==> src/common/rx_pkg.sv <==
/*
 * Receive path definitions
 * Word, slot and counter widths, training pattern, lock threshold
 * and the control state encoding shared by the deserializer blocks
 */

`default_nettype none

package rx_pkg;

    //**********************************************************************
    // Word geometry
    //**********************************************************************
    localparam int word_width = 4;                      // Deserialization factor

    typedef logic [word_width-1:0] word_t;              // One parallel word
    typedef logic [1:0]            slot_t;              // Bit position in word

    localparam slot_t slot_last = slot_t'(word_width - 1); // Last slot before wrap

    //**********************************************************************
    // Startup wait
    //**********************************************************************
    typedef logic [7:0] startup_t;                      // Post-reset wait count

    localparam startup_t startup_last = 8'd255;         // Saturation value

    //**********************************************************************
    // Lock detection
    //**********************************************************************
    // Every rotation of this word differs, so only one slip phase matches
    localparam word_t training_word = 4'b0011;

    typedef logic [2:0] match_t;                        // Consecutive matches

    localparam match_t lock_matches = 3'd4;             // Matches needed for lock

    //**********************************************************************
    // Control FSM
    //**********************************************************************
    typedef enum logic [1:0] {
        st_startup,                                     // Waiting out startup
        st_hunt,                                        // Slips allowed
        st_locked                                       // Link ready, sticky
    } rx_state_t;

endpackage

`default_nettype wire

==> src/deser/deser_shift.sv <==
/*
 * Serial to parallel shifter
 * One bit per clock enters the word, first bit ends up in the MSB.
 * A slot counter marks word boundaries and a slip stretches one word.
 */

`default_nettype none

module deser_shift (
    input  logic          fabric_clk_div,
    input  logic          reset_buf_n,
    input  logic          data_i,               // Serial bit, one per clock
    input  logic          enable_n,             // Low lets data through
    input  logic          slip_pulse,           // Move boundary by one bit
    output rx_pkg::word_t word,                 // Most recent bits, MSB oldest
    output logic          word_strobe           // Word valid this cycle
);

    import rx_pkg::*;

    logic  bit_in;                              // Gated serial bit
    slot_t slot;                                // Position in current word
    word_t shift_q;                             // Shift register

    // Disabled input reads as zero
    assign bit_in = data_i & ~enable_n;

    assign word = shift_q;                      // Sampled only on strobe

    //**********************************************************************
    // Shift register
    //**********************************************************************
    always_ff @(posedge fabric_clk_div) begin
        shift_q <= {shift_q[word_width-2:0], bit_in};   // New bit at LSB
    end

    //**********************************************************************
    // Word boundary
    //**********************************************************************
    always_ff @(posedge fabric_clk_div or negedge reset_buf_n) begin
        if (!reset_buf_n) begin
            slot        <= '0;                  // Boundary at first bit
            word_strobe <= 1'b0;
        end else begin
            if (!slip_pulse) begin
                slot <= slot + slot_t'(1);      // Wraps every word
            end
            // Held counter means no wrap, so this word takes an extra cycle
            word_strobe <= (slot == slot_last) && !slip_pulse;
        end
    end

endmodule

`default_nettype wire

==> src/design/pattern_lock.sv <==
/*
 * Training pattern lock detector
 * Counts consecutive training words and raises a sticky lock level.
 * A slip or a broken run clears the count.
 */

`default_nettype none

module pattern_lock (
    input  logic          fabric_clk_div,
    input  logic          reset_buf_n,
    input  rx_pkg::word_t word,                 // Candidate word
    input  logic          word_strobe,          // Word valid
    input  logic          slip_pulse,           // Boundary moved
    output logic          locked                // Sticky until reset
);

    import rx_pkg::*;

    match_t match_cnt;                          // Consecutive matches
    logic   is_match;                           // Strobed training word

    assign is_match = word_strobe && (word == training_word);

    always_ff @(posedge fabric_clk_div or negedge reset_buf_n) begin
        if (!reset_buf_n) begin
            match_cnt <= '0;
            locked    <= 1'b0;
        end else begin
            if (slip_pulse) begin
                match_cnt <= '0;                // New phase, start over
            end else if (word_strobe) begin
                if (!is_match) begin
                    match_cnt <= '0;            // Run broken
                end else if (match_cnt != lock_matches) begin
                    match_cnt <= match_cnt + match_t'(1);
                end
            end

            // Lock in the cycle after the final matching strobe
            if (is_match && !slip_pulse &&
                (match_cnt == lock_matches - match_t'(1))) begin
                locked <= 1'b1;
            end
        end
    end

endmodule

`default_nettype wire

==> src/design/rx_startup_timer.sv <==
/*
 * Post-reset startup timer
 * Saturating counter, flags the end of the wait after reset release
 */

`default_nettype none

module rx_startup_timer (
    input  logic fabric_clk_div,
    input  logic reset_buf_n,
    output logic startup_done                   // Wait over, stays high
);

    import rx_pkg::*;

    startup_t wait_cnt;                         // Cycles since reset release

    //**********************************************************************
    // Count up and hold at the top value
    //**********************************************************************
    always_ff @(posedge fabric_clk_div or negedge reset_buf_n) begin
        if (!reset_buf_n) begin
            wait_cnt     <= '0;
            startup_done <= 1'b0;
        end else if (wait_cnt != startup_last) begin
            wait_cnt     <= wait_cnt + startup_t'(1);
            // Goes high together with the counter reaching the top
            startup_done <= (wait_cnt == startup_last - startup_t'(1));
        end
    end

endmodule

`default_nettype wire

==> src/design/rx_control.sv <==
/*
 * Receive control FSM
 * Sequences startup, hunt and locked, turns bitslip falling edges into
 * single-cycle slips while hunting and drives the ready level
 */

`default_nettype none

module rx_control (
    input  logic fabric_clk_div,
    input  logic reset_buf_n,
    input  logic startup_done,                  // Startup wait over
    input  logic locked,                        // Training pattern seen
    input  logic bitslip_n,                     // Operator slip, active low
    output logic slip_pulse,                    // One cycle per request
    output logic ready                          // Link up
);

    import rx_pkg::*;

    rx_state_t state;                           // Current state
    rx_state_t state_next;                      // Next state
    logic      bitslip_q;                       // Synchronizer stage
    logic      bitslip_q2;                      // Previous sample
    logic      slip_fall;                       // High to low seen

    //**********************************************************************
    // Bitslip edge detect
    //**********************************************************************
    always_ff @(posedge fabric_clk_div or negedge reset_buf_n) begin
        if (!reset_buf_n) begin
            bitslip_q  <= 1'b1;                 // Idle level is high
            bitslip_q2 <= 1'b1;
        end else begin
            bitslip_q  <= bitslip_n;
            bitslip_q2 <= bitslip_q;
        end
    end

    assign slip_fall = bitslip_q2 & ~bitslip_q;

    //**********************************************************************
    // State machine
    //**********************************************************************
    always_comb begin
        state_next = state;
        case (state)
            st_startup: begin
                if (startup_done) begin
                    state_next = st_hunt;
                end
            end
            st_hunt: begin
                if (locked) begin
                    state_next = st_locked;
                end
            end
            st_locked: begin
                state_next = st_locked;         // Only reset leaves
            end
            default: begin
                state_next = st_startup;
            end
        endcase
    end

    always_ff @(posedge fabric_clk_div or negedge reset_buf_n) begin
        if (!reset_buf_n) begin
            state      <= st_startup;
            slip_pulse <= 1'b0;
            ready      <= 1'b0;
        end else begin
            state      <= state_next;
            // Requests outside hunt are dropped
            slip_pulse <= slip_fall && (state == st_hunt);
            ready      <= (state_next == st_locked);    // Tracks the state register
        end
    end

endmodule

`default_nettype wire

==> src/design/word_capture.sv <==
/*
 * Output word register
 * Loads strobed words once the link is ready, holds otherwise
 */

`default_nettype none

module word_capture (
    input  logic          fabric_clk_div,
    input  logic          reset_buf_n,
    input  rx_pkg::word_t word,                 // Deserialized word
    input  logic          word_strobe,          // Word valid
    input  logic          ready,                // Link up
    output rx_pkg::word_t data_o                // Registered output word
);

    always_ff @(posedge fabric_clk_div or negedge reset_buf_n) begin
        if (!reset_buf_n) begin
            data_o <= '0;                       // Pins read zero in reset
        end else if (word_strobe && ready) begin
            data_o <= word;
        end
    end

endmodule

`default_nettype wire

==> src/design/serial_rx_top.sv <==
/*
 * Serial receive path top level
 * Deserializer, lock detector, startup timer, control FSM and
 * output register between the pins
 */

`default_nettype none

module serial_rx_top (
    input  logic          fabric_clk_div,       // One serial bit per cycle
    input  logic          reset_buf_n,          // Async, active low
    input  logic          enable_n,             // Input enable, active low
    input  logic          data_i,               // Serial data
    input  logic          bitslip_n,            // Slip request, active low
    output rx_pkg::word_t data_o,               // Received word
    output logic          ready                 // Link up
);

    import rx_pkg::*;

    word_t word;                                // Deserializer output
    logic  word_strobe;                         // Word boundary
    logic  slip_pulse;                          // Qualified slip
    logic  locked;                              // Pattern lock
    logic  startup_done;                        // Startup wait over

    deser_shift u_deser_shift (
        .fabric_clk_div (fabric_clk_div),
        .reset_buf_n    (reset_buf_n),
        .data_i         (data_i),
        .enable_n       (enable_n),
        .slip_pulse     (slip_pulse),
        .word           (word),
        .word_strobe    (word_strobe)
    );

    pattern_lock u_pattern_lock (
        .fabric_clk_div (fabric_clk_div),
        .reset_buf_n    (reset_buf_n),
        .word           (word),
        .word_strobe    (word_strobe),
        .slip_pulse     (slip_pulse),
        .locked         (locked)
    );

    rx_startup_timer u_rx_startup_timer (
        .fabric_clk_div (fabric_clk_div),
        .reset_buf_n    (reset_buf_n),
        .startup_done   (startup_done)
    );

    rx_control u_rx_control (
        .fabric_clk_div (fabric_clk_div),
        .reset_buf_n    (reset_buf_n),
        .startup_done   (startup_done),
        .locked         (locked),
        .bitslip_n      (bitslip_n),
        .slip_pulse     (slip_pulse),
        .ready          (ready)
    );

    word_capture u_word_capture (
        .fabric_clk_div (fabric_clk_div),
        .reset_buf_n    (reset_buf_n),
        .word           (word),
        .word_strobe    (word_strobe),
        .ready          (ready),
        .data_o         (data_o)
    );

endmodule

`default_nettype wire

==> config.mk <==
export PLATFORM = sky130hd
export DESIGN_NAME = serial_rx_top
export DESIGN_NICKNAME = d
export VERILOG_FILES = /design/src/common/rx_pkg.sv /design/src/deser/deser_shift.sv /design/src/design/pattern_lock.sv /design/src/design/rx_startup_timer.sv /design/src/design/rx_control.sv /design/src/design/word_capture.sv /design/src/design/serial_rx_top.sv
export SDC_FILE = /design/constraint.sdc
export NUM_CORES = 1
export LEC_CHECK = 0
export BUFFER_PORTS_ARGS = -buffer_cell sky130_fd_sc_hd__buf_2
export CAP_MARGIN = 5
export CORE_MARGIN = 2
export CORE_UTILIZATION = 35
export CTS_CLUSTER_DIAMETER = 200
export DETAILED_ROUTE_END_ITERATION = 8
export HOLD_SLACK_MARGIN = 0.06
export PLACE_DENSITY_LB_ADDON = 0.08
export SLEW_MARGIN = 20
export SYNTH_ARGS = -nofsm -noshare
export SYNTH_HDL_FRONTEND = slang
export SYNTH_SLANG_ARGS = --single-unit
==> constraint.sdc <==
create_clock -name fabric_clk_div -period 2.1 [get_ports fabric_clk_div]
set_input_delay 0.42 -clock fabric_clk_div [delete_from_list [all_inputs] [get_ports fabric_clk_div]]
set_output_delay 0.42 -clock fabric_clk_div [all_outputs]
set_load 0.02 [all_outputs]
== Word level (Yosys, flattened, before mapping) ==
Cells that the tools add are included.

* Flip-flop bits (word level): 30
* Output and inout bits: 5

* Add/sub/neg operators: 3
* Eq/ne operators: 10
* Mux-type cells: 7
* Bitwise gates (word level): 4
* Reductions and logical operators: 10

{| class="wikitable"
|+ Operators by type and width
! cell !! number
|-
| $mux W3 || 4
|-
| $add A8 B1 Y8 const B || 1
|-
| $eq A8 B8 Y1 const B || 1
|-
| $ne A8 B8 Y1 const B || 1
|-
| $eq A2 B2 Y1 const B || 3
|-
| $logic_and A1 B1 Y1 || 6
|-
| $pmux W2 S3 || 1
|-
| $eq A4 B2 Y1 const B || 1
|-
| $mux W2 || 2
|-
| $add A3 B1 Y3 const B || 1
|-
| $eq A3 B2 Y1 const B || 1
|-
| $ne A3 B2 Y1 const B || 1
|-
| $ne A3 B3 Y1 const B || 1
|-
| $add A2 B1 Y2 const B || 1
|-
| $and A1 B1 Y1 || 2
|-
| $eq A2 B1 Y1 const B || 1
|-
| $logic_not A2 Y1 || 1
|-
| $not A1 Y1 || 2
|-
| $reduce_and A2 Y1 || 1
|-
| $reduce_bool A2 Y1 || 1
|-
| $logic_not A1 Y1 || 1
|}

== Logic depth before layout (Yosys ltp) ==
Gate-level depths: netlist of the first run.

* Word-level depth: 5
* Depth in mapped cells: 5
* Mapped depth without buffers: 5

== Cells and area by module ==
From an unflattened synthesis of the first run, not the netlist that was laid out.

* Cells, all modules: 96
* Area, all modules: 1278.7 um2

{| class="wikitable"
|+ Modules (own cells, without submodules)
! module !! instances !! cells each !! area an instance (um2) !! seq. area each (um2)
|-
| rx_startup_timer || 1 || 39 || 445.4 || 225.2
|-
| pattern_lock || 1 || 24 || 262.8 || 100.1
|-
| deser_shift || 1 || 12 || 206.4 || 155.1
|-
| rx_control || 1 || 12 || 197.7 || 152.6
|-
| word_capture || 1 || 9 || 166.4 || 100.1
|}

== Worst setup path before layout of the first run ==
No wires, ideal clock.

* Kind: register -> register
* Start: register u_rx_control.slip_pulse
* End: register u_pattern_lock.match_cnt[2]
* Library setup time: 80 ps
* Arrival time: 1350 ps
* Data required time: 2020 ps
* Slack: 670 ps
* Cell stages (with the launch flop): 4
* Path buffers: 0
* Period minus slack after synthesis: 1430 ps
* Path through: dfrtp_1 -> or4b_4 -> or3_1 -> o211ai_2

* Longest elaborated chain between the ends: 2

{| class="wikitable"
|+ Ends and longest elaborated chain
! item !! line !! text
|-
| start: declaration || rx_control.sv:15 || <nowiki>output logic slip_pulse,</nowiki>
|-
| start signal: assignment || rx_control.sv:75 || <nowiki>slip_pulse <= slip_fall && (state == st_hunt);</nowiki>
|-
| $ne A3 B2 Y1 (no source line) or $reduce_bool A2 Y1 (tied branches) || n/a ||
|-
| $reduce_and A2 Y1 (no source line) || n/a ||
|-
| end signal: assignment || pattern_lock.sv:36 || <nowiki>match_cnt <= match_cnt + match_t'(1);</nowiki>
|-
| end: declaration || pattern_lock.sv:20 || <nowiki>match_t match_cnt;</nowiki>
|}

Parallel ways exist; a longest one is shown, timed or not.
A chain may end at the register's enable or synchronous reset.

== Worst setup path in the final report of the first run ==
Same ends and word-level chain as after synthesis.

==> impl_metrics.env, run 1 <==
export IMPL_netlist_area_leader_share=0.483
export IMPL_first_pass_iters=4
export IMPL_p_per_area_nw_per_um2=716
export IMPL_rr_worst_depth=3
export IMPL_power_total_mw=1.02
export IMPL_max_cap_violations=0
export IMPL_grt_pass1_vias=695
export IMPL_synth_warnings=0
export IMPL_cp_start_kind="register"
export IMPL_relSlewSlack=0.614
export IMPL_clock_sinks=30
export IMPL_die_w_um=63.6
export IMPL_synthMuxAreaShare=0.105
export IMPL_critical_path_max_fanout=7
export IMPL_yosys_area_share_simple=0.139
export IMPL_via_per_inst=4.62
export IMPL_cts_inserted_buffers=5
export IMPL_netlist_area_sq_um=1240
export IMPL_whs_ns=0.0866
export IMPL_stdcell_count=159
export IMPL_ys_seq_area_frac=0.590
export IMPL_coreArea_sq_um=3360
export IMPL_cp_end_kind="register"
export IMPL_cpPeakStageDelay_ns=0.58
export IMPL_n_antenna_cell=0
export IMPL_synth_distinct_cells=30
export IMPL_dr_wl_met2_um=920
export IMPL_io_buffers=9
export IMPL_area_delta_synth_final_pct=14.6
export IMPL_wl_met3_um=38
export IMPL_place_congestion=0.726
export IMPL_worst_path_dominant_cell_family="simple AND/OR/NAND/NOR gates"
export IMPL_peakVddDrop_mv=0.381
export IMPL_path_clk_slew_ns=0.09
export IMPL_setup_viol=0
export IMPL_rows=21
export IMPL_wl_met1_um=887
export IMPL_wl_per_cell_um=11.7
export IMPL_syn_nets=107
export IMPL_antenna_found_initial=0
export IMPL_synth_top_area_cell="dfrtp_1"
export IMPL_maxUsedRoutingLayer="met4"
export IMPL_htreeDepth=2
export IMPL_drtIter0Drc=20
export IMPL_finalMaxSlewViolations=0
export IMPL_synth_area_leaders="dfrtp_1 (48%), mux2_2 (7.3%), dfxtp_1 (6.4%)"
export IMPL_placed_area_sq_um=1350
export IMPL_slowest_stage="or4b_4"
export IMPL_hold_buffers=0
export IMPL_post_route_min_period_ns=1.50
export IMPL_clk_latency_ns=0.32
export IMPL_routed_wl_mm=1.87
export IMPL_synthXorXnorAreaFrac=0.0211
export IMPL_overflow=0
export IMPL_arrival_ns=1.75
export IMPL_rsz0062_at_grt="false"
export IMPL_finClkSkew_ns=0.00486
export IMPL_cp_data_required_time_ns=2.35
export IMPL_min_period_over_period=0.714
export IMPL_synth_avg_cell_area_sq_um=12.9
export IMPL_cts_max_path_buffers=2
export IMPL_fin_nets=123
export IMPL_initial_core_util=0.369
export IMPL_ctsResizeCount=0
export IMPL_grt_max_degree=27
export IMPL_dp_hpwl_mm=1.32
export IMPL_final_cell_mix="dfrtp_1 (24), buf_2 (9), mux2_2 (8)"
export IMPL_final_hold_viol_count=0
export IMPL_ant_nets=0
export IMPL_fmax_mhz=667
export IMPL_die_area_sq_um=4040
export IMPL_min_path_type="in2async"
export IMPL_synth_compound_area_frac=0.0634
export IMPL_dp_cells=151
export IMPL_syn_inst=96
export IMPL_cp_cell_sequence="or4b_4 > or3_1 > o211ai_2"
export IMPL_vias=734
export IMPL_outcome="finished clean"
export IMPL_gr_usage_all_layers=0.111
export IMPL_fin_area_sq_um=1420
export IMPL_drive_gt1_frac=0.301
export IMPL_worst_pin_slew_ns=0.579
export IMPL_p_leak_nw=0.683
export IMPL_cts_tree="done"
export IMPL_io_pins=10
export IMPL_worst_setup_path_type="reg2reg"
export IMPL_r2r_setup_slack_ns=0.60
export IMPL_r2r_start="u_rx_control.slip_pulse"
export IMPL_setup_tns_ns=0
export IMPL_layout_commonest_cell="dfrtp_1"
export IMPL_r2r_end="u_pattern_lock.match_cnt[2]"
export IMPL_ys_ff_latch=30
export IMPL_cts_root_buffer="clkbuf_4"
export IMPL_drc=0
export IMPL_worst_path_buf_inv=0
export IMPL_grt_pass1_wl_mm=3.32
export IMPL_chipHeight_um=63.6
export IMPL_post_cts_setup_buffer_count=0
export IMPL_synth_fa_ha_area_frac=0.0604
export IMPL_synth_top_family_by_area="simple AND/OR/NAND/NOR gates"
==> worst max-delay path by stage <==
stage,to,cells after the start,slack [ns],startpoint
after floorplan,u_pattern_lock.match_cnt[2],3,0.67,u_rx_control.slip_pulse
after global placement,u_pattern_lock.match_cnt[2],3,0.64,u_rx_control.slip_pulse
after detailed placement,u_pattern_lock.match_cnt[2],3,0.61,u_rx_control.slip_pulse
after CTS,u_pattern_lock.match_cnt[2],3,0.59,u_rx_control.slip_pulse
after global routing,u_pattern_lock.match_cnt[0],3,0.55,u_rx_control.slip_pulse
final,u_pattern_lock.match_cnt[2],3,0.60,u_rx_control.slip_pulse
==> kinds of logic (layout without fill, tap and decap cells) <==
group                      after synthesis  in the layout
DFF                                     30             30
AOI/OAI and AO/OA                       11             11
muxes                                   12             12
and+or+nand+nor                         27             27
buffers and inverters                    7             24
xor gates and xnor gates                 3              3
adders and majority gates                6              6
==> cell usage after synthesis <==
cell and number:
a22o_1 1, nand4_1 1, inv_1 7, o21ai_0 2
nand2_1 7, o31ai_1 1, nor4bb_1 1, o211ai_2 1
nand3_1 1, xnor2_1 3, and2b_2 1, dfrtp_1 24
o41ai_1 1, or4b_4 1, nor2_1 3, and4_1 3
ha_1 6, a31oi_1 2, or3_1 1, or4_2 1
a41oi_1 1, or2_2 2, dfstp_2 2, mux2i_1 4
nor2b_1 2, dfxtp_1 4, and3_1 2, nor3b_2 1
mux2_2 8, a21oi_1 2
==> where the power goes <==
| group | switching (mW) | internal [mW] | total [mW] |
|---|---|---|---|
| combinational | 0.0119 | 0.00520 | 0.0171 |
| sequential | 0.00377 | 0.584 | 0.588 |
| clock | 0.185 | 0.229 | 0.414 |
==> flip-flops by register name, summed over array words and instances (netlist names) <==
| signal | cells |
|---|---|
| u_deser_shift.slot | 2 |
| u_deser_shift.word | 4 |
| u_deser_shift.word_strobe | 1 |
| u_pattern_lock.locked | 1 |
| u_pattern_lock.match_cnt | 3 |
| u_rx_control.bitslip_q | 1 |
| u_rx_control.bitslip_q2 | 1 |
| u_rx_control.ready | 1 |
| u_rx_control.slip_pulse | 1 |
| u_rx_control.state | 2 |
| u_rx_startup_timer.startup_done | 1 |
| u_rx_startup_timer.wait_cnt | 8 |
| u_word_capture.data_o | 4 |
==> per-stage QoR <==
stage,utilization,setup slack [ns]
6_report,0.423,0.601
5_1_grt,0.423,0.548
4_1_cts,0.423,0.589
3_5_place_dp,0.400,0.609
3_3_place_gp,0.400,0.642
2_1_floorplan,-,0.670
==> metal layers <==
layer	up-vias	track usage
met3	2	0.0554
met5	-	0
met1	356	0.137
met2	3	0.157
li1	373	-
met4	0	0.0652
==> cell type report <==
| cell class | instances | area (sq um) |
|---|---|---|
| clock buffers | 8 | 78.8 |
| fillers | 347 | 1940 |
| inverters | 7 | 26.3 |
| multi-input cells | 59 | 483 |
| flip-flops and latches | 30 | 733 |
| well taps | 46 | 57.6 |
| repair buffers | 9 | 45.0 |
==> worst register-to-register path, stage by stage, from the launching register on <==
cell	delay, ns
dfrtp_1	0.46
or4b_4	0.58
or3_1	0.33
o211ai_2	0.07
Note: power is estimated with default switching activity, not from simulation.
==> inputs of run 2 (changes only) <==
- clock period: 2.1 -> 1.4 ns (I/O delays scaled with it)
==> run 2 against run 1 <==
Utilization rose by 1.7 points; clock power rose by 64%; flip-flop and latch count did not move; largest cell class unchanged; the run now ends with setup timing left; combinational power rose by 98%; fmax rose by 6.8%; clock-buffer cell count is 3 lower; wire length up 2.6%; hold slack gained 0.072 ns; clock skew increased by 0.0030 ns.
==> impl_metrics.env, run 2 (synthesis gave the netlist of run 1 again) <==
export IMPL_rows=21
export IMPL_dp_hpwl_mm=1.31
export IMPL_initial_core_util=0.369
export IMPL_fmax_mhz=713
export IMPL_die_w_um=63.6
export IMPL_chipHeight_um=63.6
export IMPL_ant_nets=0
export IMPL_overflow=0
export IMPL_min_path_type="in2reg"
export IMPL_violations="setup timing"
export IMPL_min_path_cells=2
export IMPL_post_cts_setup_buffer_count=0
export IMPL_clock_sinks=30
export IMPL_worst_setup_path_type="reg2reg"
export IMPL_top_register="u_rx_startup_timer.wait_cnt"
export IMPL_rsz0062_at_grt="true"
export IMPL_arrival_ns=1.66
export IMPL_worst_pin_slew_ns=0.583
export IMPL_stdcell_count=164
export IMPL_swShare=0.210
export IMPL_rr_worst_depth=3
export IMPL_die_area_sq_um=4040
export IMPL_cts_tree="done"
export IMPL_dp_cells=153
export IMPL_pwr_share_seq=0.553
export IMPL_htreeDepth=2
export IMPL_first_pass_iters=3
export IMPL_r2r_setup_slack_ns=-0.003
export IMPL_p_per_area_nw_per_um2=1080
export IMPL_final_cell_mix="dfrtp_1 (24), buf_2 (9), mux2_2 (8)"
export IMPL_via_per_inst=4.65
export IMPL_coreArea_sq_um=3360
export IMPL_layout_commonest_cell="dfrtp_1"
export IMPL_place_ws_ns=0.00413
export IMPL_min_delay_start="data_i"
export IMPL_p_int_mw=1.26
export IMPL_cts_max_path_buffers=2
export IMPL_layout_setup_ws_ns=-0.00349
export IMPL_outcome="finished with violations"
export IMPL_fin_area_sq_um=1480
export IMPL_drc=0
export IMPL_fin_nets=128
export IMPL_setup_tns_ns=-0.00349
export IMPL_drive_gt1_frac=0.331
export IMPL_p_leak_nw=0.709
export IMPL_vias=763
export IMPL_combPwrFrac=0.021
export IMPL_io_buffers=9
export IMPL_antenna_found_initial=0
export IMPL_critical_path_max_fanout=3
export IMPL_gr_usage_all_layers=0.115
export IMPL_min_to="u_deser_shift.word[0]"
export IMPL_peakVddDrop_mv=0.548
export IMPL_relSlewSlack=0.612
export IMPL_clk_latency_ns=0.33
export IMPL_path_clk_slew_ns=0.10
export IMPL_final_util=0.440
export IMPL_finalMaxSlewViolations=0
export IMPL_max_cap_violations=0
export IMPL_largest_reg_flops=8
export IMPL_post_route_min_period_ns=1.40
export IMPL_place_congestion=0.708
export IMPL_clkPwrFrac=0.426
export IMPL_io_pins=10
export IMPL_nFillCells=333
export IMPL_drtIter0Drc=17
export IMPL_cp_end_kind="register"
export IMPL_grt_pass1_vias=792
export IMPL_min_period_over_period=1.00
export IMPL_cp_data_required_time_ns=1.66
export IMPL_n_antenna_cell=0
export IMPL_routed_wl_mm=1.91
export IMPL_cts_root_buffer="clkbuf_4"
export IMPL_cp_start_kind="register"
export IMPL_area_delta_synth_final_pct=19.2
export IMPL_wl_per_cell_um=11.7
export IMPL_setup_viol=1
export IMPL_final_hold_viol_count=0
export IMPL_grt_max_degree=27
export IMPL_grt_pass1_wl_mm=3.43
export IMPL_p_switching_mw=0.335
export IMPL_r2r_end="u_pattern_lock.match_cnt[2]"
export IMPL_cts_inserted_buffers=5
export IMPL_r2r_start="u_rx_control.slip_pulse"
export IMPL_finClkSkew_ns=0.00786
export IMPL_placed_area_sq_um=1360
-- run 2: cell types whose count changed in the layout (fill, tap and decap cells not counted), moves of 2 or more --
cell | before | now
clkinv_2 | 0 | 2
dlygate4sd3_1 | 0 | 3
clkbuf_8 | 3 | 0
buf_4 | 0 | 2
-- run 2: power groups by stage --
| stage | logic [mW] | clock network [mW] | registers, mW |
|---|---|---|---|
| 2_1_floorplan | 0.00604 | 0 | 0.898 |
| 3_3_place_gp | 0.0287 | 0 | 0.899 |
| 3_5_place_dp | 0.0289 | 0 | 0.899 |
| 4_1_cts | 0.0333 | 0.708 | 0.883 |
| 5_1_grt | 0.0396 | 0.760 | 0.884 |
| 6_report | 0.0339 | 0.680 | 0.882 |
-- run 2: how the worst max path moves through the flow --
stage	end	cells past startpoint	from
floorplan	u_pattern_lock.match_cnt[2]	3	u_rx_control.slip_pulse
global placement	u_pattern_lock.match_cnt[2]	3	u_rx_control.slip_pulse
detailed placement	u_pattern_lock.match_cnt[2]	3	u_deser_shift.word[3]
CTS	u_pattern_lock.match_cnt[2]	3	u_rx_control.slip_pulse
global route	u_pattern_lock.match_cnt[1]	3	u_rx_control.slip_pulse
finish	u_pattern_lock.match_cnt[2]	3	u_rx_control.slip_pulse
-- run 2: per-layer routing --
| layer | track usage | share of wire | vias up |
|---|---|---|---|
| met4 | 0.0489 | 0.021 | 0 |
| met5 | 0 | 0 | - |
| met1 | 0.118 | 0.44 | 366 |
| met2 | 0.189 | 0.48 | 11 |
| met3 | 0.0661 | 0.052 | 4 |
| li1 | - | - | 382 |
-- run 2: metrics by stage --
step           hold WS, ns  power (mW)
3_3_place_gp         0.324       0.928
2_1_floorplan      -0.0156       0.904
6_report             0.158        1.60
4_1_cts             0.0673        1.62
3_5_place_dp         0.324       0.928
5_1_grt              0.129        1.68
-- run 2: timing repair --
| action | 4_1_cts | 5_1_grt |
|---|---|---|
| hold buffers | 2 | 1 |
| gates resized for setup | 2 | 2 |
| cloned | 0 | 0 |
| setup endpoints to repair | 1 | 6 |
| endpoints found under the hold margin | 25 | 1 |
-- run 2: critical path, cell delays in order (launching register included) --
cell,delay (ns)
dfrtp_1,0.39
or4b_4,0.54
or3_1,0.34
o211ai_2,0.06
-- run 2: layout make-up --
type	count	area, sq um	share of cell area
multi-input combinational	59	495	0.334
timing repair buffer	14	90.1	0.0608
sequential	30	734	0.496
inverter	7	26.3	0.0177
clock buffer	5	37.5	0.0253
clock inverter	3	40.0	0.0270
tap	46	57.6	0.0389
==> inputs of run 3 (changes only) <==
- SETUP_SLACK_MARGIN: unset -> 0.4
==> run 3 against run 2 <==
Power is 9.0% lower; non-clock buffer count is 21 higher; final area is 24% higher; utilization is 11 points higher; critical path depth is 1 higher; fmax is 0.12% higher; the run still ends with setup timing left; register-to-register slack hardly changed; critical path type unchanged; first-iteration DRC count is 59% higher; clock power is 22% lower.
==> impl_metrics.env, run 3 (synthesis gave the netlist of run 1 again) <==
export IMPL_gr_usage_all_layers=0.131
export IMPL_pwr_share_seq=0.608
export IMPL_top_register="u_rx_startup_timer.wait_cnt"
export IMPL_p_int_mw=1.14
export IMPL_io_buffers=9
export IMPL_whs_ns=0.0952
export IMPL_clkPwrFrac=0.365
export IMPL_rows=21
export IMPL_dp_hpwl_mm=1.51
export IMPL_wl_per_cell_um=13.7
export IMPL_max_cap_violations=0
export IMPL_clk_latency_ns=0.32
export IMPL_ant_nets=0
export IMPL_min_path_type="in2reg"
export IMPL_critical_path_max_fanout=3
export IMPL_area_delta_synth_final_pct=48.4
export IMPL_die_w_um=63.6
export IMPL_relSlewSlack=0.774
export IMPL_largest_reg_flops=8
export IMPL_grt_pass1_wl_mm=3.97
export IMPL_p_per_area_nw_per_um2=787
export IMPL_combPwrFrac=0.027
export IMPL_arrival_ns=1.65
export IMPL_finalMaxSlewViolations=0
export IMPL_cts_inserted_buffers=5
export IMPL_grt_pass1_vias=886
export IMPL_overflow=0
export IMPL_die_area_sq_um=4040
export IMPL_coreArea_sq_um=3360
export IMPL_drive_gt1_frac=0.612
export IMPL_layout_setup_ws_ns=-0.00187
export IMPL_cts_tree="done"
export IMPL_htreeDepth=2
export IMPL_cp_start_kind="register"
export IMPL_path_clk_slew_ns=0.10
export IMPL_routed_wl_mm=2.53
export IMPL_worst_path_dominant_cell_family="adder cells"
export IMPL_via_per_inst=4.78
export IMPL_place_congestion=0.692
export IMPL_initial_core_util=0.369
export IMPL_nFillCells=316
export IMPL_finClkSkew_ns=0.0104
export IMPL_p_switching_mw=0.314
export IMPL_io_pins=10
export IMPL_worst_setup_path_type="reg2reg"
export IMPL_fmax_mhz=713
export IMPL_final_hold_viol_count=0
export IMPL_chipHeight_um=63.6
export IMPL_cpPeakStageDelay_ns=0.42
export IMPL_multiInputGateArea_sq_um=659
export IMPL_fin_nets=149
export IMPL_cts_root_buffer="clkbuf_4"
export IMPL_swShare=0.216
export IMPL_drtIter0Drc=27
export IMPL_violations="setup timing"
export IMPL_register_area_sq_um=742
export IMPL_outcome="finished with violations"
export IMPL_drc=0
export IMPL_cp_end_kind="register"
export IMPL_place_ws_ns=0.00730
export IMPL_final_cell_mix="buf_4 (18), dfrtp_1 (18), buf_6 (11)"
export IMPL_vias=885
export IMPL_setup_viol=1
export IMPL_cts_max_path_buffers=2
export IMPL_slowest_stage="dfrtp_1"
export IMPL_n_antenna_cell=0
export IMPL_worst_pin_slew_ns=0.336
export IMPL_grt_max_degree=12
export IMPL_clock_sinks=30
export IMPL_antenna_found_initial=0
export IMPL_rsz0062_at_grt="true"
export IMPL_first_pass_iters=6
export IMPL_worst_path_buf_inv=0
export IMPL_cp_data_required_time_ns=1.65
export IMPL_min_period_over_period=1.00
export IMPL_p_leak_nw=0.842
export IMPL_cp_cell_sequence="ha_2 > ha_1 > or3_4 > o211ai_2"
export IMPL_post_route_min_period_ns=1.40
export IMPL_peakVddDrop_mv=0.565
[run 3: cell count changes in the layout (fill, tap and decap cells not counted), moves of 3 or more]
cell     change
buf_2        -5
buf_4       +16
mux2_2       -8
dfrtp_2      +6
mux2_4       +8
buf_6       +11
ha_1         -3
dfrtp_1      -6
[run 3: power by group through the flow]
stage               combinational, mW  sequential (mW)  clock, mW
floorplan                     0.00603            0.898          0
global placement               0.0329            0.899          0
detailed placement             0.0334            0.899          0
CTS                            0.0399            0.883      0.559
global route                   0.0458            0.884      0.607
finish                         0.0396            0.882      0.530
[run 3: worst paths after layout]
check	start	cells after the start	to	slack (ns)
max	u_pattern_lock.match_cnt[1]	4	u_pattern_lock.match_cnt[2]	-0.002
min in group asynchronous	reset_buf_n	2	u_pattern_lock.locked	0.34
min	enable_n	2	u_deser_shift.word[0]	0.1
min reg2reg	u_deser_shift.word[1]	0	u_deser_shift.word[2]	0.36
max in group asynchronous	reset_buf_n	3	u_rx_control.bitslip_q	0.56
max reg2reg	u_pattern_lock.match_cnt[1]	4	u_pattern_lock.match_cnt[2]	-0.002
[run 3: per-stage QoR]
step                power, mW   TNS, ns  cell area (sq um)  instances  utilization
floorplan               0.904  -0.00921               1260         96            -
global placement        0.932         0               1410        156        0.418
detailed placement      0.933         0               1410        156        0.418
CTS                      1.48         0               1640        171        0.487
global route             1.54   -0.0381               1840        185        0.548
finish                   1.45  -0.00187               1840        185        0.548
[run 3: final cells by class]
class                   instances  share of cell area
inverters                       7              0.0142
well taps                      46              0.0312
clock buffers                   7              0.0299
repair buffers                 35               0.162
multi-input cells              59               0.358
flip-flops and latches         30               0.402
clock inverters                 1             0.00271
[run 3: what timing repair did]
action                     CTS  global route
resized for setup           31            22
setup buffers                5            14
hold buffers                 2             0
setup endpoints to repair   23            23
hold endpoints to repair    16             0
pin swaps                    6            10
[run 3: routing by layer]
metal  wire, um  up-vias  global-route usage
met3        113        5              0.0536
met4         35        0              0.0489
met1        930      438               0.142
li1           -      426                   -
met5          0        -                   0
met2       1450       16               0.226
